==> src/rtl/sdar_regs_pkg.sv <==
// SDAR register block definitions
// Bus widths, register map, reset defaults and constant words
// shared by the AXI4-Lite channel logic and the register bank

package sdar_regs_pkg;

    ////////////////////////////////////////////////////////////
    // Bus geometry
    ////////////////////////////////////////////////////////////
    localparam int axil_addr_w = 32;
    localparam int axil_data_w = 32;
    // One strobe bit per data byte
    localparam int axil_strb_w = axil_data_w / 8;

    // Incoming addresses are relocated by XOR with this base
    localparam logic [axil_addr_w-1:0] base_addr = 32'h4400_0000;

    ////////////////////////////////////////////////////////////
    // Register map, offsets after relocation
    ////////////////////////////////////////////////////////////
    localparam logic [axil_addr_w-1:0] reg_id_off      = 32'h0000_0000;
    localparam logic [axil_addr_w-1:0] reg_version_off = 32'h0000_0004;
    localparam logic [axil_addr_w-1:0] reg_flip_off    = 32'h0000_0008;
    localparam logic [axil_addr_w-1:0] reg_debug_off   = 32'h0000_000C;
    localparam logic [axil_addr_w-1:0] reg_result_off  = 32'h0000_0010;
    localparam logic [axil_addr_w-1:0] reg_pktin_off   = 32'h0000_0014;
    localparam logic [axil_addr_w-1:0] reg_pktout_off  = 32'h0000_0018;

    // Control register reset values
    localparam logic [axil_data_w-1:0] flip_default  = 32'h0000_0000;
    localparam logic [axil_data_w-1:0] debug_default = 32'h0000_0000;

    // Constant read words
    localparam logic [axil_data_w-1:0] block_id       = 32'h5DA1_0001;
    localparam logic [axil_data_w-1:0] block_version  = 32'h0001_0000;
    // Returned for any offset outside the map
    localparam logic [axil_data_w-1:0] unmapped_value = 32'hDEAD_BEEF;

    // AXI response code, only OKAY is ever returned
    localparam logic [1:0] resp_okay = 2'b00;

    // Channel controller states
    typedef enum logic [1:0] {
        idle,
        write_resp,
        read_data
    } axil_state_t;

endpackage

==> src/rtl/reg_access_if.sv <==
// Register access interface
// Carries single-cycle write and read requests from the AXI4-Lite
// channel controller to the register bank, plus registered read data

`timescale 1ns/1ps

interface reg_access_if
    import sdar_regs_pkg::*;
();

    // Write request, valid while wr_en is high
    logic                   wr_en;
    logic [axil_addr_w-1:0] wr_addr;
    logic [axil_data_w-1:0] wr_data;
    logic [axil_strb_w-1:0] wr_strb;

    // Read request, data returns one cycle after rd_en
    logic                   rd_en;
    logic [axil_addr_w-1:0] rd_addr;
    logic [axil_data_w-1:0] rd_data;

    // Channel controller side
    modport ctrl (
        output wr_en, wr_addr, wr_data, wr_strb,
        output rd_en, rd_addr,
        input  rd_data
    );

    // Register bank side
    modport bank (
        input  wr_en, wr_addr, wr_data, wr_strb,
        input  rd_en, rd_addr,
        output rd_data
    );

endinterface

==> src/rtl/axil_channel_fsm.sv <==
// AXI4-Lite slave channel controller
// Accepts one write or read at a time, relocates the address against
// the block base and issues a single-cycle access to the register bank

`timescale 1ns/1ps

module axil_channel_fsm
    import sdar_regs_pkg::*;
(
    input  logic                   S_AXI_ACLK,
    input  logic                   S_AXI_ARESETN,
    // Write address and data channels
    input  logic [axil_addr_w-1:0] awaddr,
    input  logic                   awvalid,
    output logic                   awready,
    input  logic [axil_data_w-1:0] wdata,
    input  logic [axil_strb_w-1:0] wstrb,
    input  logic                   wvalid,
    output logic                   wready,
    // Write response channel
    output logic                   bvalid,
    output logic [1:0]             bresp,
    input  logic                   bready,
    // Read address and data channels
    input  logic [axil_addr_w-1:0] araddr,
    input  logic                   arvalid,
    output logic                   arready,
    output logic                   rvalid,
    output logic [axil_data_w-1:0] rdata,
    output logic [1:0]             rresp,
    input  logic                   rready,
    // Towards the register bank
    reg_access_if.ctrl             regs
);

    axil_state_t state;

    // Handshake registers
    logic wr_ready_q;
    logic rd_ready_q;
    logic bvalid_q;
    logic rvalid_q;

    // Captured request payload
    logic [axil_addr_w-1:0] wr_addr_q;
    logic [axil_data_w-1:0] wr_data_q;
    logic [axil_strb_w-1:0] wr_strb_q;
    logic [axil_addr_w-1:0] rd_addr_q;

    logic wr_start;
    logic rd_start;

    // Write needs address and data together
    assign wr_start = (state == idle) && awvalid && wvalid;
    // Write wins over a simultaneous read
    assign rd_start = (state == idle) && arvalid && !wr_start;

    ////////////////////////////////////////////////////////////
    // Channel state machine
    ////////////////////////////////////////////////////////////
    always_ff @(posedge S_AXI_ACLK) begin
        if (!S_AXI_ARESETN) begin
            state      <= idle;
            wr_ready_q <= 1'b0;
            rd_ready_q <= 1'b0;
            bvalid_q   <= 1'b0;
            rvalid_q   <= 1'b0;
        end else begin
            // Ready pulses last one cycle, one cycle after acceptance
            wr_ready_q <= wr_start;
            rd_ready_q <= rd_start;
            case (state)
                idle: begin
                    if (wr_start) begin
                        state <= write_resp;
                    end else if (rd_start) begin
                        state <= read_data;
                    end
                end
                write_resp: begin
                    // Register updates in the ready cycle, response follows
                    if (wr_ready_q) begin
                        bvalid_q <= 1'b1;
                    end else if (bvalid_q && bready) begin
                        bvalid_q <= 1'b0;
                        state    <= idle;
                    end
                end
                read_data: begin
                    // Bank data lands together with RVALID
                    if (rd_ready_q) begin
                        rvalid_q <= 1'b1;
                    end else if (rvalid_q && rready) begin
                        rvalid_q <= 1'b0;
                        state    <= idle;
                    end
                end
                default: begin
                    state <= idle;
                end
            endcase
        end
    end

    // Payload capture at acceptance
    always_ff @(posedge S_AXI_ACLK) begin
        if (wr_start) begin
            wr_addr_q <= awaddr ^ base_addr;
            wr_data_q <= wdata;
            wr_strb_q <= wstrb;
        end
        if (rd_start) begin
            rd_addr_q <= araddr ^ base_addr;
        end
    end

    ////////////////////////////////////////////////////////////
    // Outputs
    ////////////////////////////////////////////////////////////
    // One register drives both write readies
    assign awready = wr_ready_q;
    assign wready  = wr_ready_q;
    assign bvalid  = bvalid_q;
    assign bresp   = resp_okay;
    assign arready = rd_ready_q;
    assign rvalid  = rvalid_q;
    // Bank holds rd_data until the next read
    assign rdata   = regs.rd_data;
    assign rresp   = resp_okay;

    // Single-cycle access strobes in the ready cycle
    assign regs.wr_en   = wr_ready_q;
    assign regs.wr_addr = wr_addr_q;
    assign regs.wr_data = wr_data_q;
    assign regs.wr_strb = wr_strb_q;
    assign regs.rd_en   = rd_ready_q;
    assign regs.rd_addr = rd_addr_q;

endmodule

==> src/rtl/sdar_reg_bank.sv <==
// SDAR register bank
// Holds the flip and debug control registers, muxes the read word and
// turns reads of the live counters into delayed clear pulses

`timescale 1ns/1ps

module sdar_reg_bank
    import sdar_regs_pkg::*;
(
    input  logic                   S_AXI_ACLK,
    input  logic                   S_AXI_ARESETN,
    // Live values from the core
    input  logic [axil_data_w-1:0] result_value,
    input  logic [axil_data_w-1:0] ip_flip,
    input  logic [axil_data_w-1:0] ip_debug,
    input  logic [axil_data_w-1:0] pktin_count,
    input  logic [axil_data_w-1:0] pktout_count,
    // Control values to the core
    output logic [axil_data_w-1:0] cpu_flip,
    output logic [axil_data_w-1:0] cpu_debug,
    // Clear-on-read pulses
    output logic                   result_clear,
    output logic                   pktin_clear,
    output logic                   pktout_clear,
    // From the channel controller
    reg_access_if.bank             regs
);

    logic [axil_data_w-1:0] rd_word;

    // Clear pipeline, bit 0 result, bit 1 pktin, bit 2 pktout
    logic [2:0] clr_hit;
    logic [2:0] clr_d1;
    logic [2:0] clr_q;

    // Byte lane merge under strobe
    function automatic logic [axil_data_w-1:0] merge_bytes(
        input logic [axil_data_w-1:0] old_val,
        input logic [axil_data_w-1:0] new_val,
        input logic [axil_strb_w-1:0] strb
    );
        logic [axil_data_w-1:0] result;
        result = old_val;
        for (int i = 0; i < axil_strb_w; i++) begin
            if (strb[i]) begin
                result[i*8 +: 8] = new_val[i*8 +: 8];
            end
        end
        return result;
    endfunction

    ////////////////////////////////////////////////////////////
    // Control registers
    ////////////////////////////////////////////////////////////
    always_ff @(posedge S_AXI_ACLK) begin
        if (!S_AXI_ARESETN) begin
            cpu_flip  <= flip_default;
            cpu_debug <= debug_default;
        end else if (regs.wr_en) begin
            case (regs.wr_addr)
                reg_flip_off: begin
                    cpu_flip <= merge_bytes(cpu_flip, regs.wr_data, regs.wr_strb);
                end
                reg_debug_off: begin
                    cpu_debug <= merge_bytes(cpu_debug, regs.wr_data, regs.wr_strb);
                end
                default: begin
                    // Unmapped or read-only offset, write dropped
                end
            endcase
        end
    end

    ////////////////////////////////////////////////////////////
    // Read path
    ////////////////////////////////////////////////////////////
    always_comb begin
        case (regs.rd_addr)
            reg_id_off:      rd_word = block_id;
            reg_version_off: rd_word = block_version;
            // Flip and debug read back what the core reports
            reg_flip_off:    rd_word = ip_flip;
            reg_debug_off:   rd_word = ip_debug;
            reg_result_off:  rd_word = result_value;
            reg_pktin_off:   rd_word = pktin_count;
            reg_pktout_off:  rd_word = pktout_count;
            default:         rd_word = unmapped_value;
        endcase
    end

    // Sampled once per read, held through RREADY back-pressure
    always_ff @(posedge S_AXI_ACLK) begin
        if (regs.rd_en) begin
            regs.rd_data <= rd_word;
        end
    end

    ////////////////////////////////////////////////////////////
    // Clear-on-read pipeline
    ////////////////////////////////////////////////////////////
    assign clr_hit[0] = regs.rd_en && (regs.rd_addr == reg_result_off);
    assign clr_hit[1] = regs.rd_en && (regs.rd_addr == reg_pktin_off);
    assign clr_hit[2] = regs.rd_en && (regs.rd_addr == reg_pktout_off);

    // Two stages, pulse lands two cycles after rd_en
    always_ff @(posedge S_AXI_ACLK) begin
        if (!S_AXI_ARESETN) begin
            clr_d1 <= 3'b000;
            clr_q  <= 3'b000;
        end else begin
            clr_d1 <= clr_hit;
            clr_q  <= clr_d1;
        end
    end

    assign result_clear = clr_q[0];
    assign pktin_clear  = clr_q[1];
    assign pktout_clear = clr_q[2];

endmodule

==> src/rtl/sdar_cpu_regs.sv <==
// SDAR CPU register block top level
// AXI4-Lite slave with control, status and clear-on-read registers
// for the packet-processing core

`timescale 1ns/1ps

module sdar_cpu_regs
    import sdar_regs_pkg::*;
(
    input  logic                   S_AXI_ACLK,
    input  logic                   S_AXI_ARESETN,
    // AXI4-Lite slave
    input  logic [axil_addr_w-1:0] S_AXI_AWADDR,
    input  logic                   S_AXI_AWVALID,
    output logic                   S_AXI_AWREADY,
    input  logic [axil_data_w-1:0] S_AXI_WDATA,
    input  logic [axil_strb_w-1:0] S_AXI_WSTRB,
    input  logic                   S_AXI_WVALID,
    output logic                   S_AXI_WREADY,
    output logic [1:0]             S_AXI_BRESP,
    output logic                   S_AXI_BVALID,
    input  logic                   S_AXI_BREADY,
    input  logic [axil_addr_w-1:0] S_AXI_ARADDR,
    input  logic                   S_AXI_ARVALID,
    output logic                   S_AXI_ARREADY,
    output logic [axil_data_w-1:0] S_AXI_RDATA,
    output logic [1:0]             S_AXI_RRESP,
    output logic                   S_AXI_RVALID,
    input  logic                   S_AXI_RREADY,
    // Core side
    input  logic [axil_data_w-1:0] result_value,
    input  logic [axil_data_w-1:0] ip_flip,
    input  logic [axil_data_w-1:0] ip_debug,
    input  logic [axil_data_w-1:0] pktin_count,
    input  logic [axil_data_w-1:0] pktout_count,
    output logic [axil_data_w-1:0] cpu_flip,
    output logic [axil_data_w-1:0] cpu_debug,
    output logic                   result_clear,
    output logic                   pktin_clear,
    output logic                   pktout_clear
);

    // Decoded register requests
    reg_access_if regs_if ();

    // Bus handshakes to single-cycle accesses
    axil_channel_fsm axil_channel_fsm_i (
        .S_AXI_ACLK    (S_AXI_ACLK),
        .S_AXI_ARESETN (S_AXI_ARESETN),
        .awaddr        (S_AXI_AWADDR),
        .awvalid       (S_AXI_AWVALID),
        .awready       (S_AXI_AWREADY),
        .wdata         (S_AXI_WDATA),
        .wstrb         (S_AXI_WSTRB),
        .wvalid        (S_AXI_WVALID),
        .wready        (S_AXI_WREADY),
        .bvalid        (S_AXI_BVALID),
        .bresp         (S_AXI_BRESP),
        .bready        (S_AXI_BREADY),
        .araddr        (S_AXI_ARADDR),
        .arvalid       (S_AXI_ARVALID),
        .arready       (S_AXI_ARREADY),
        .rvalid        (S_AXI_RVALID),
        .rdata         (S_AXI_RDATA),
        .rresp         (S_AXI_RRESP),
        .rready        (S_AXI_RREADY),
        .regs          (regs_if.ctrl)
    );

    // Registers and clear pulses
    sdar_reg_bank sdar_reg_bank_i (
        .S_AXI_ACLK    (S_AXI_ACLK),
        .S_AXI_ARESETN (S_AXI_ARESETN),
        .result_value  (result_value),
        .ip_flip       (ip_flip),
        .ip_debug      (ip_debug),
        .pktin_count   (pktin_count),
        .pktout_count  (pktout_count),
        .cpu_flip      (cpu_flip),
        .cpu_debug     (cpu_debug),
        .result_clear  (result_clear),
        .pktin_clear   (pktin_clear),
        .pktout_clear  (pktout_clear),
        .regs          (regs_if.bank)
    );

endmodule

==> config.mk <==
export PLATFORM = sky130hd
export DESIGN_NAME = sdar_cpu_regs
export DESIGN_NICKNAME = d
export VERILOG_FILES = /design/src/rtl/sdar_regs_pkg.sv /design/src/rtl/reg_access_if.sv /design/src/rtl/axil_channel_fsm.sv /design/src/rtl/sdar_reg_bank.sv /design/src/rtl/sdar_cpu_regs.sv
export SDC_FILE = /design/constraint.sdc
export NUM_CORES = 1
export LEC_CHECK = 0
export BUFFER_PORTS_ARGS = -buffer_cell sky130_fd_sc_hd__buf_2
export CORE_AREA = 2 2 145 147
export DETAILED_ROUTE_END_ITERATION = 12
export DIE_AREA = 0 0 147 149
export GPL_TIMING_DRIVEN = 0
export PLACE_DENSITY_LB_ADDON = 0.1
export RECOVER_POWER = 25
export SKIP_LAST_GASP = 1
export SLEW_MARGIN = 30
export SYNTH_ARGS = -nofsm -noshare
export SYNTH_HDL_FRONTEND = slang
export SYNTH_SLANG_ARGS = --single-unit
==> constraint.sdc <==
create_clock -name S_AXI_ACLK -period 6.65 [get_ports S_AXI_ACLK]
set_clock_uncertainty 0.05 [all_clocks]
set_input_delay 0 -clock S_AXI_ACLK [delete_from_list [all_inputs] [get_ports S_AXI_ACLK]]
set_output_delay 0 -clock S_AXI_ACLK [all_outputs]
set_load 0.03 [all_outputs]
# Word-level counts from Yosys, hierarchy flattened
# Cells that the tools add are included.
[word_totals] ff_bits=208 input_bits=267
[classes] eq_ne=15 n_mux=12 bitwise=2 n_reduce_logical=25
[ops] op="one-hot mux 32 bit (7 select lines)" n=1
[ops] op="equality test 32 x 4 -> 1 bit (second input constant)" n=4
[ops] op="equality test 32 x 5 -> 1 bit (second input constant)" n=3
[ops] op="equality test 32 x 3 -> 1 bit (second input constant)" n=1
[ops] op="logical NOT 32 bit" n=1
[ops] op="AND reduction 3 bit" n=8
[ops] op="two-way mux 2 bit" n=6
[ops] op="logical AND 1 bit" n=9
[ops] op="one-hot mux 2 bit (3 select lines)" n=1
[ops] op="AND reduction 5 bit" n=1
[ops] op="two-way mux 1 bit" n=4
[ops] op="!= test 2 x 1 -> 1 bit (second input constant)" n=2
[ops] op="!= test 2 bit (second input constant)" n=2
[ops] op="NOT 2 bit" n=2
[ops] op="AND reduction 2 bit" n=2
[ops] op="nonzero test 2 bit" n=2
[ops] op="!= test 3 x 1 -> 1 bit (second input constant)" n=1
[ops] op="equality test 2 x 1 -> 1 bit (second input constant)" n=1
[ops] op="equality test 2 bit (second input constant)" n=1
[ops] op="logical NOT 2 bit" n=1
[ops] op="logical NOT 1 bit" n=1

# Logic depth before layout (Yosys ltp)
# Gate-level depths: netlist (run 1).
[logic_depth] word_depth=8 depth_mapped=8 depth_no_buf=5

# Modules after synthesis
# A second synthesis (run 1) with hierarchy kept.
[hier_totals] hier_cells=671 area_unflattened_um2=8550.7
[by_module_without_submodules] module="sdar_reg_bank" n_inst=1 cells_each=499 area_per_inst_um2=4966.0 seq_area_each_um2=2362.3
[by_module_without_submodules] module="axil_channel_fsm" n_inst=1 cells_each=172 area_per_inst_um2=3584.7 seq_area_each_um2=3123.0

# Worst setup path before layout (run 1)
# OpenSTA, ideal clock, no wires.
[synth_timing] path_type="reg2reg" start="register axil_channel_fsm_i.state[0]" end="register axil_channel_fsm_i.wr_addr_q[0], in the netlist axil_channel_fsm_i.regs.wr_addr[0] (enable)" setup_time_ns=0.581 arrival_ns=5.035 t_required_ns=6.019 setup_slack_ns=0.984 stages_incl_launch_ff=2 path_cell_list="dfxtp_1 -> nor3_1"
[synth_between] elab_chain_cells=3
[synth_rtl] element="from (decl)" line_no="axil_channel_fsm.sv:36" rtl="axil_state_t state;"
[synth_rtl] element="from (signal assigned)" line_no="axil_channel_fsm.sv:63" rtl="state <= idle;"
[synth_rtl] element="from (signal assigned)" line_no="axil_channel_fsm.sv:75" rtl="state <= write_resp;"
[synth_rtl] element="from (signal assigned)" line_no="axil_channel_fsm.sv:77" rtl="state <= read_data;"
[synth_rtl] element="logical NOT 2 bit" line_no="axil_channel_fsm.sv:54" rtl="assign wr_start = (state == idle) && awvalid && wvalid;"
[synth_rtl] element="logical AND 1 bit (2 in series)" line_no="axil_channel_fsm.sv:54"
[synth_rtl] element="named net axil_channel_fsm_i.wr_start" line_no="axil_channel_fsm.sv:50" rtl="logic wr_start;"
[synth_rtl] element="to (signal assigned)" line_no="axil_channel_fsm.sv:108" rtl="wr_addr_q <= awaddr ^ base_addr;"
[synth_rtl] element="to (decl)" line_no="axil_channel_fsm.sv:45" rtl="logic [axil_addr_w-1:0] wr_addr_q;"
# The timed path passes the listed nets, and every way through them passes these cells.
# A chain may end at the register's enable or synchronous reset.

# Worst setup path in the final report (run 1)
[layout_timing] start="register axil_channel_fsm_i.rd_addr_q[7], in the netlist axil_channel_fsm_i.regs.rd_addr[7]" end="register sdar_reg_bank_i.regs.rd_data[18], data pin"
[layout_between] elab_chain_cells=2 word_cells_on_any_way=8
[layout_rtl] element="from (decl)" line_no="axil_channel_fsm.sv:48" rtl="logic [axil_addr_w-1:0] rd_addr_q;"
[layout_rtl] element="from (signal assigned)" line_no="axil_channel_fsm.sv:113" rtl="rd_addr_q <= araddr ^ base_addr;"
[layout_rtl] element="equality test 32 x 5 -> 1 bit, or another cell as far along" line_no="sdar_reg_bank.sv:78" rtl="case (regs.rd_addr)"
[layout_rtl] element="one-hot mux 32 bit (7 select lines) (*)" line_no="sdar_reg_bank.sv:78"
[layout_rtl] element="named net sdar_reg_bank_i.rd_word[18]" line_no="sdar_reg_bank.sv:29" rtl="logic [axil_data_w-1:0] rd_word;"
[layout_rtl] element="to (signal assigned)" line_no="sdar_reg_bank.sv:94" rtl="regs.rd_data <= rd_word;"
[layout_rtl] element="to (decl)" line_no="reg_access_if.sv:33" rtl="output rd_data"
# The timed path passes the listed nets; every way through them passes the cells marked *.

==> results of run 1 <==
area by class of cell:
cell class | count | area, um2 | share of cell area [%]
inverters | 7 | 26.3 | 0.198
multi-input cells | 379 | 2530 | 19.1
well taps | 275 | 344 | 2.59
clock buffers | 29 | 629 | 4.74
plain buffers | 48 | 300 | 2.26
clock inverters | 12 | 128 | 0.962
flip-flops and latches | 208 | 5490 | 41.4
repair buffers | 567 | 3810 | 28.7
diodes | 6 | 15.0 | 0.113
final timing paths:
kind | to | slack [ns] | cells after the start
max reg2reg | sdar_reg_bank_i.regs.rd_data[18]$_DFFE_PP_ | 3.09 | 8
max | sdar_reg_bank_i.regs.rd_data[18]$_DFFE_PP_ | 3.09 | 8
min reg2reg | sdar_reg_bank_i.clr_q[1]$_SDFF_PN0_ | 0.39 | 1
min | sdar_reg_bank_i.regs.rd_data[24]$_DFFE_PP_ | 0.04 | 4
metrics by stage:
stage          worst slack, ns  total power (W)  instances
2_1_floorplan            0.984          0.00154        642
3_3_place_gp             -1.45          0.00165       1286
3_5_place_dp              4.24          0.00166       1297
4_1_cts                   3.22          0.00300       1525
5_1_grt                   2.94          0.00308       1531
6_report                  3.09          0.00297       1531
per-layer routing:
layer / share of wire, % / track usage [%] / vias to the layer above / wire [um]
met5: 0 / 0 / - / 0
met1: 38 / 27.9 / 3657 / 10800
met3: 7.2 / 4.77 / 48 / 2060
met4: 3.1 / 9.81 / 0 / 898
met2: 52 / 46.1 / 337 / 14800
li1: - / - / 3621 / -
layout by cell type (no fill, tap or decap), drive strengths merged, types with 5 or more instances in the layout:
cell type      n
inv            8
diode          6
and2           5
nor4          17
o211ai        16
dfxtp         76
dlygate4sd3  187
a21oi          8
clkbuf        56
nor2          14
clkinv         9
nor3           7
mux2           7
and3           9
a222oi        20
edfxtp       132
a221o          9
nand3         12
a22oi         25
buf          401
mux2i         64
o21ai         16
nand2        115
cells by family (layout without fill, tap and decap cells):
logic type,Yosys count,count (layout),synth area share (%)
other,1,10,0.0450
flip-flops,208,208,65.9
buffers and inverters,55,663,3.92
AO/OA/AOI/OAI,103,103,9.51
AND/OR/NAND/NOR,201,201,12.0
multiplexers,71,71,8.64
critical path, stage by stage (launching register included):
cell,delay [ns]
edfxtp_1,0.40
nor3_2,0.37
nand3_1,0.38
nor2_1,0.56
buf_4,0.29
a222oi_1,0.11
dlygate4sd3_1,0.59
o211ai_1,0.11
dlygate4sd3_1,0.58
power by group:
| group | internal (W) | total [W] | switching (W) | leakage (nW) |
|---|---|---|---|---|
| Sequential | 0.00142 | 0.00144 | 0.0000190 | 1.81 |
| Combinational | 0.000142 | 0.000261 | 0.000119 | 3.12 |
| Clock | 0.000753 | 0.00127 | 0.000521 | 0.379 |
flip-flops by register name, summed over array words and instances, names as in the netlist, 2 cells and up:
signal	cells
sdar_reg_bank_i.clr_d1	3
sdar_reg_bank_i.cpu_debug	32
axil_channel_fsm_i.regs.wr_strb	4
axil_channel_fsm_i.regs.rd_addr	32
sdar_reg_bank_i.regs.rd_data	32
axil_channel_fsm_i.regs.wr_data	32
sdar_reg_bank_i.clr_q	3
sdar_reg_bank_i.cpu_flip	32
axil_channel_fsm_i.state	2
axil_channel_fsm_i.regs.wr_addr	32
==> results.sh, run 1 <==
export IMPL_postRouteAntennaNets=0
export IMPL_cp_data_arrival_time_ns=3.90
export IMPL_yosysTopAreaCellShare_pct=47.6
export IMPL_syn_area_um2=8330
export IMPL_grt_max_degree=33
export IMPL_placed_cell_area_um2=10600
export IMPL_grt_pass1_wl_um=41800
export IMPL_cts_setup_buffers=0
export IMPL_cp_max_fo=10
export IMPL_rows=53
export IMPL_grtUsageTotal_pct=24.7
export IMPL_numCtsBuffers=23
export IMPL_tritoncts="built"
export IMPL_r2r_start="axil_channel_fsm_i.regs.rd_addr[7]$_DFFE_PP_"
export IMPL_worstHoldPathType="primary input to flop"
export IMPL_place_hpwl_um=20000
export IMPL_portBuffers=369
export IMPL_routed_wl_um=28600
export IMPL_yosysWarnings=0
export IMPL_drtPass1Iterations=5
export IMPL_finalCriticalPeriod_ns=3.56
export IMPL_clock_latency_ns=0.52
export IMPL_floorplan_initialDensity_pct=40.5
export IMPL_drv_cap=0
export IMPL_drc=0
export IMPL_die_area_um2=21900
export IMPL_htree_levels=1
export IMPL_fin_util_pct=64.5
export IMPL_synthTopCellsByArea="edfxtp_1 (48%), dfxtp_1 (18%), mux2i_1 (7.7%)"
export IMPL_vias=7663
export IMPL_yosysUniqueCellTypes=45
export IMPL_worstPathRequired_ns=6.99
export IMPL_netlist_instances=639
export IMPL_gp_congestion=0.867
export IMPL_ys_seq_area_share_pct=65.9
export IMPL_fin_crit_sh_pct=53.6
export IMPL_timing_fmax_mhz=281
export IMPL_outcome="finished clean"
export IMPL_synthArstFlopShare_pct=0
export IMPL_rsz0062_at_grt="false"
export IMPL_cts_sinks=208
export IMPL_final_area_um2=13300
export IMPL_layout_drive_gt1_share_pct=36.7
export IMPL_die_w_um=147
export IMPL_fp_coreArea_um2=20600
export IMPL_cp_startpoint="axil_channel_fsm_i.regs.rd_addr[7]$_DFFE_PP_"
export IMPL_ir_drop_uv=228
export IMPL_worstHoldStart="pktin_count[24]"
export IMPL_synth_seq_cells=208
export IMPL_critPathKind="flop to flop"
export IMPL_start_kind="flop"
export IMPL_cts_resized=0
export IMPL_io_pins=375
export IMPL_root_buffer="clkbuf_16"
export IMPL_antenna_found_initial=6
export IMPL_holdWs_ns=0.0412
export IMPL_report_final_setup_viol=0
export IMPL_path_clk_slew_ns=0.06
export IMPL_leakage_nw=5.31
export IMPL_synthFlopType="edfxtp_1"
export IMPL_cts_buffer_depth=3
export IMPL_detail_route_wl_per_cell_um=18.7
export IMPL_grt_pass1_vias=7612
export IMPL_finalHoldViolCount=0
export IMPL_synth_edf_count=132
export IMPL_synth_common_cells="edfxtp_1 (132), nand2_1 (115), dfxtp_1 (76), mux2i_1 (64), a22oi_1 (25)"
export IMPL_fp_dieH_um=149
export IMPL_final_nets=1501
export IMPL_max_slew_margin_pct=55.9
export IMPL_grt_ovfl_total=0
export IMPL_power_density_nw_per_um2=224
export IMPL_worst_slew_pin_slew_ns=0.660
export IMPL_area_growth_pct=59.3
export IMPL_netlist_top_cell_by_area="edfxtp_1"
export IMPL_drtIter0Drc=501
export IMPL_vias_per_cell=5.01
export IMPL_cts_hold_fix_buffers=187
export IMPL_synth_most_common_cell="edfxtp_1"
export IMPL_tns_ns=0
export IMPL_postSynthAreaPerCell_um2=13.0
export IMPL_slew_viol_final=0
export IMPL_endpoint_kind="flop"
export IMPL_num_fill_cells=1660
Note: power is estimated with default switching activity, not from simulation.
==> run 2, diff against run 1 <==
==> constraint.sdc (replaced) <==
create_clock -name S_AXI_ACLK -period 3.58 [get_ports S_AXI_ACLK]
set_clock_uncertainty 0.05 [all_clocks]
set_input_delay 0 -clock S_AXI_ACLK [delete_from_list [all_inputs] [get_ports S_AXI_ACLK]]
set_output_delay 0 -clock S_AXI_ACLK [all_outputs]
set_load 0.03 [all_outputs]
==> results.sh, run 2 (synthesis gave the netlist of run 1 again) <==
export IMPL_outcome="finished clean"
export IMPL_timing_fmax_mhz=290
export IMPL_drtIter0Drc=396
export IMPL_grt_pass1_wl_um=42700
export IMPL_num_fill_cells=1661
export IMPL_htree_levels=1
export IMPL_crit_path_frequent_cell="dlygate4sd3_1"
export IMPL_fin_ws_ns=0.126
export IMPL_hold_end="sdar_reg_bank_i.regs.rd_data[30]$_DFFE_PP_"
export IMPL_start_kind="flop"
export IMPL_fin_crit_sh_pct=96.5
export IMPL_worstHoldStart="pktin_count[30]"
export IMPL_area_growth_pct=59.1
export IMPL_drv_cap=0
export IMPL_slew_viol_final=0
export IMPL_swShare_pct=22.1
export IMPL_report_final_setup_viol=0
export IMPL_routed_wl_um=28600
export IMPL_place_hpwl_um=19800
export IMPL_drtPass1Iterations=8
export IMPL_tritoncts="built"
export IMPL_grtUsageTotal_pct=25.1
export IMPL_whs_path_depth=4
export IMPL_ir_drop_uv=293
export IMPL_clock_latency_ns=0.50
export IMPL_worstHoldPathType="primary input to flop"
export IMPL_finalHoldViolCount=0
export IMPL_power_density_nw_per_um2=413
export IMPL_io_pins=375
export IMPL_fp_coreArea_um2=20600
export IMPL_numCtsBuffers=23
export IMPL_vias=7615
export IMPL_root_buffer="clkbuf_16"
export IMPL_max_stage_delay_ns=0.59
export IMPL_vias_per_cell=4.98
export IMPL_seqPwrFrac_pct=48.8
export IMPL_grt_ovfl_total=0
export IMPL_final_common_cell="buf_2"
export IMPL_tns_ns=0
export IMPL_antenna_found_initial=11
export IMPL_worst_r2r_path_depth=8
export IMPL_fin_util_pct=64.5
export IMPL_critPathSlowestCell="dlygate4sd3_1"
export IMPL_cp_max_fo=10
export IMPL_final_area_um2=13300
export IMPL_path_clk_slew_ns=0.06
export IMPL_critPathKind="flop to flop"
export IMPL_endpoint_kind="flop"
export IMPL_leakage_nw=5.31
export IMPL_detail_route_wl_per_cell_um=18.7
export IMPL_cp_data_arrival_time_ns=3.77
export IMPL_layout_drive_gt1_share_pct=37.0
export IMPL_r2r_start="axil_channel_fsm_i.regs.rd_addr[7]$_DFFE_PP_"
export IMPL_cts_setup_buffers=0
export IMPL_floorplan_initialDensity_pct=40.5
export IMPL_cp_startpoint="axil_channel_fsm_i.regs.rd_addr[7]$_DFFE_PP_"
export IMPL_ff2ff_setup_slack_ns=0.13
export IMPL_drc=0
export IMPL_worstReg2RegEnd="sdar_reg_bank_i.regs.rd_data[3]$_DFFE_PP_"
export IMPL_power_frac_clock_pct=42.3
export IMPL_fp_dieH_um=149
export IMPL_worst_slew_pin_slew_ns=0.660
export IMPL_final_nets=1495
export IMPL_cts_sinks=208
export IMPL_p_comb_share_pct=8.9
export IMPL_gp_congestion=0.824
export IMPL_worstPathRequired_ns=3.90
export IMPL_final_cell_mix="buf_2 (374), dlygate4sd3_1 (186), edfxtp_1 (132), nand2_1 (115), dfxtp_1 (76)"
export IMPL_grt_max_degree=33
export IMPL_max_slew_margin_pct=55.9
export IMPL_place_ws_ns=1.13
export IMPL_cts_buffer_depth=3
export IMPL_die_w_um=147
export IMPL_rows=53
export IMPL_postRouteAntennaNets=0
export IMPL_placed_cell_area_um2=10600
export IMPL_intPower_w=0.00427
export IMPL_finalCriticalPeriod_ns=3.45
export IMPL_grt_pass1_vias=7842
export IMPL_power_switching_w=0.00121
export IMPL_die_area_um2=21900
export IMPL_crit_chain="nor3_2 > nand3_1 > nor2_2 > buf_4 > a222oi_1 > dlygate4sd3_1 > o211ai_1 > dlygate4sd3_1"
export IMPL_portBuffers=369
[run 2: cell types whose count changed in the layout (fill, tap and decap cells not counted), sizes merged]
cell	change
buf	+1
clkinv	+2
dlygate4sd3	-1
clkbuf	-8
diode	+4
clkinvlp	+1
[run 2: stage by stage]
stage	power (W)	std cells	hold slack, ns
floorplan	0.00286	642	0.0489
global placement	0.00307	1286	0.126
detailed placement	0.00308	1292	0.128
CTS	0.00551	1520	0.00893
global route	0.00565	1530	0.0617
finish	0.00548	1530	0.0398
[run 2: final cells by class]
class                   instances  area, um2  share of cell area (%)
flip-flops and latches        208       5490                    41.4
clock inverters                15        131                   0.991
diodes                         10       25.0                   0.189
well taps                     275        344                    2.60
repair buffers                561       3780                    28.5
clock buffers                  27        611                    4.61
plain buffers                  48        300                    2.27
multi-input cells             379       2550                    19.2
inverters                       7       26.3                   0.198
[run 2: critical path: cells and delay by family (launching register included)]
kind | cells | cell delay [ns]
compound gates | 2 | 0.22
buf+inv | 3 | 1.41
flops | 1 | 0.40
simple gates | 3 | 1.24
[run 2: timing repair]
action,in CTS,in global routing
gates resized for setup,0,2
hold buffers,186,0
setup endpoints to repair,0,13
endpoints found under the hold margin,147,0
[run 2: how the worst max path moves through the flow]
stage / to / slack [ns]
after floorplan: axil_channel_fsm_i.regs.wr_addr[0]$_DFFE_PP_ / 0.02
after detailed placement: sdar_reg_bank_i.regs.rd_data[18]$_DFFE_PP_ / 1.13
final: sdar_reg_bank_i.regs.rd_data[3]$_DFFE_PP_ / 0.13
after global placement: axil_channel_fsm_i.regs.wr_data[12]$_DFFE_PP_ / -1.32
after global routing: sdar_reg_bank_i.regs.rd_data[3]$_DFFE_PP_ / -0.04
after CTS: sdar_reg_bank_i.regs.rd_data[2]$_DFFE_PP_ / 0.05
[run 2: metal layers]
| layer | GRT usage (%) | up-vias | wire [um] |
|---|---|---|---|
| met4 | 11.1 | 2 | 908 |
| met3 | 5.63 | 65 | 2120 |
| met1 | 27.7 | 3608 | 10600 |
| met2 | 46.4 | 338 | 15000 |
| li1 | - | 3602 | - |
| met5 | 0 | - | 13 |
[run 2: power groups by stage]
stage / Combinational, W / Sequential (W) / Clock, W
5_1_grt: 0.000526 / 0.00268 / 0.00245
4_1_cts: 0.000483 / 0.00267 / 0.00235
3_5_place_dp: 0.000356 / 0.00272 / 0
2_1_floorplan: 0.000119 / 0.00274 / 0
3_3_place_gp: 0.000332 / 0.00274 / 0
6_report: 0.000488 / 0.00267 / 0.00232
==> run 3, diff against run 2 <==
--- a/config.mk
+++ b/config.mk
@@ -16,4 +16,5 @@
 export SLEW_MARGIN = 30
 export SYNTH_ARGS = -nofsm -noshare
 export SYNTH_HDL_FRONTEND = slang
+export SYNTH_HIERARCHICAL = 1
 export SYNTH_SLANG_ARGS = --single-unit
==> results.sh, run 3 <==
export IMPL_timing_fmax_mhz=289
export IMPL_gp_congestion=0.849
export IMPL_whs_path_depth=2
export IMPL_critPathKind="flop to flop"
export IMPL_cts_buffer_depth=3
export IMPL_tns_ns=0
export IMPL_netlist_top_cell_by_area="edfxtp_1"
export IMPL_floorplan_initialDensity_pct=41.6
export IMPL_max_stage_delay_ns=0.61
export IMPL_die_w_um=147
export IMPL_final_cell_mix="buf_2 (356), dlygate4sd3_1 (175), edfxtp_1 (132), nand2_1 (103), mux2i_1 (96)"
export IMPL_report_final_setup_viol=0
export IMPL_final_nets=1515
export IMPL_worstHoldStart="S_AXI_AWADDR[23]"
export IMPL_cts_sinks=208
export IMPL_max_slew_margin_pct=40.4
export IMPL_yosysTopAreaCellShare_pct=46.4
export IMPL_root_buffer="clkbuf_16"
export IMPL_critPathTopFamily="buffers and inverters"
export IMPL_fin_crit_sh_pct=96.6
export IMPL_fin_util_pct=64.5
export IMPL_drc=0
export IMPL_drtPass1Iterations=5
export IMPL_postRouteAntennaNets=0
export IMPL_die_area_um2=21900
export IMPL_crit_chain="nor4b_2 > and4b_1 > clkbuf_1 > buf_2 > a22oi_1 > dlygate4sd3_1 > o221ai_1 > dlygate4sd3_1"
export IMPL_cts_setup_buffers=0
export IMPL_synthFlopType="edfxtp_1"
export IMPL_finalCriticalPeriod_ns=3.46
export IMPL_yosysUniqueCellTypes=39
export IMPL_synth_common_cells="edfxtp_1 (132), nand2_1 (103), mux2i_1 (96), dfxtp_1 (76), buf_4 (39)"
export IMPL_syn_area_um2=8550
export IMPL_grt_pass1_wl_um=41700
export IMPL_rows=53
export IMPL_drtIter0Drc=366
export IMPL_portBuffers=370
export IMPL_cp_max_fo=10
export IMPL_clock_latency_ns=0.50
export IMPL_ff2ff_setup_slack_ns=0.12
export IMPL_worstReg2RegEnd="sdar_reg_bank_i/regs.rd_data[24]$_DFFE_PP_"
export IMPL_synthTopCellsByArea="edfxtp_1 (46%), dfxtp_1 (18%), mux2i_1 (11%)"
export IMPL_critPathBufInv=4
export IMPL_worst_r2r_path_depth=8
export IMPL_synth_edf_count=132
export IMPL_finalHoldViolCount=0
export IMPL_worst_slew_pin_slew_ns=0.894
export IMPL_critPathSlowestCell="dlygate4sd3_1"
export IMPL_power_total_w=0.00533
export IMPL_ir_drop_uv=396
export IMPL_routed_wl_um=27800
export IMPL_postSynthAreaPerCell_um2=12.7
export IMPL_vias_per_cell=4.90
export IMPL_worstHoldPathType="primary input to flop"
export IMPL_antenna_found_initial=1
export IMPL_htree_levels=1
export IMPL_fp_coreArea_um2=20600
export IMPL_synthArstFlopShare_pct=0
export IMPL_yosysWarnings=6
export IMPL_slew_viol_final=0
export IMPL_area_growth_pct=55.2
export IMPL_ys_seq_area_share_pct=64.1
export IMPL_grt_pass1_vias=7805
export IMPL_detail_route_wl_per_cell_um=18.0
export IMPL_netlist_instances=671
export IMPL_layout_drive_gt1_share_pct=34.8
export IMPL_grt_max_degree=36
export IMPL_final_common_cell="buf_2"
export IMPL_vias=7551
export IMPL_r2r_start="axil_channel_fsm_i/regs.rd_addr[5]$_DFFE_PP_"
export IMPL_cp_data_arrival_time_ns=3.77
export IMPL_endpoint_kind="flop"
export IMPL_worstPathRequired_ns=3.89
export IMPL_synth_seq_cells=208
export IMPL_fp_dieH_um=149
export IMPL_tritoncts="built"
export IMPL_start_kind="flop"
export IMPL_synth_most_common_cell="edfxtp_1"
export IMPL_hold_end="axil_channel_fsm_i/regs.wr_addr[23]$_DFFE_PP_"
export IMPL_path_clk_slew_ns=0.06
export IMPL_io_pins=375
export IMPL_outcome="finished clean"
export IMPL_grt_ovfl_total=0
export IMPL_numCtsBuffers=22
export IMPL_grtUsageTotal_pct=24.5
export IMPL_drv_cap=0
export IMPL_holdWs_ns=0.151
export IMPL_leakage_nw=5.40
export IMPL_crit_path_frequent_cell="dlygate4sd3_1"
export IMPL_place_hpwl_um=19500
export IMPL_power_density_nw_per_um2=402
==> run 3: cell types whose count changed after synthesis, moves of 7 or more <==
cell / change
a211o_1: +27
nand3_1: -11
o21ai_0: -11
buf_4: +21
a21oi_1: -8
clkbuf_1: +23
mux2_2: -7
o22ai_1: +23
o211ai_1: -15
a222oi_1: -20
nand2_1: -12
a221o_1: -9
mux2i_1: +32
==> run 3: routing by layer <==
metal  up-vias  global-route usage (%)  routed length (um)
li1       3616                       -                   -
met1      3594                    29.0               11100
met2       299                    45.5               14200
met3        42                    5.29                1940
met4         0                    6.30                 568
met5         -                       0                   0
==> run 3: worst max path at each step <==
stage / startpoint / end / cells past startpoint
floorplan: axil_channel_fsm_i/state[1]$_SDFFE_PN0P_ / axil_channel_fsm_i/regs.wr_addr[0]$_DFFE_PP_ / 2
global placement: axil_channel_fsm_i/state[1]$_SDFFE_PN0P_ / axil_channel_fsm_i/regs.wr_data[6]$_DFFE_PP_ / 2
detailed placement: axil_channel_fsm_i/regs.rd_addr[21]$_DFFE_PP_ / sdar_reg_bank_i/regs.rd_data[15]$_DFFE_PP_ / 7
CTS: axil_channel_fsm_i/regs.rd_addr[5]$_DFFE_PP_ / sdar_reg_bank_i/regs.rd_data[16]$_DFFE_PP_ / 8
global route: axil_channel_fsm_i/regs.rd_addr[5]$_DFFE_PP_ / sdar_reg_bank_i/regs.rd_data[24]$_DFFE_PP_ / 8
finish: axil_channel_fsm_i/regs.rd_addr[5]$_DFFE_PP_ / sdar_reg_bank_i/regs.rd_data[24]$_DFFE_PP_ / 8
==> run 3: layout make-up <==
type | instances | area (um2)
fillers | 1632 | 7290
plain buffers | 85 | 482
multi-input cells | 375 | 2590
repair buffers | 550 | 3640
inverters | 6 | 22.5
diodes | 1 | 2.50
well taps | 275 | 344
clock buffers | 32 | 628
clock inverters | 8 | 71.3
flip-flops and latches | 208 | 5490
==> run 3: power breakdown <==
group	switching, W	leakage [nW]	internal, W
sequential	0.0000242	1.80	0.00263
clock	0.000896	0.342	0.00129
combinational	0.000224	3.26	0.000270
==> run 3: repair_timing <==
action,4_1_cts,5_1_grt
hold buffers,175,0
gates resized for setup,0,3
hold endpoints to repair,138,0
setup endpoints to repair,0,2
==> run 3: cells by family after synthesis <==
family	after synthesis	synth area share, %
flip-flops	208	64.1
AND/OR/NAND/NOR	180	10.1
multiplexers	96	11.2
AO/OA/AOI/OAI	95	8.55
buffers and inverters	91	5.90
other	1	0.0439
==> run 3: stage by stage <==
step	cell area, um2	setup WS [ns]	std cells
floorplan	8570	0.979	674
global placement	10800	0.217	1319
detailed placement	10800	0.885	1324
CTS	13300	0.0580	1539
global route	13300	-0.0205	1540
finish	13300	0.123	1540
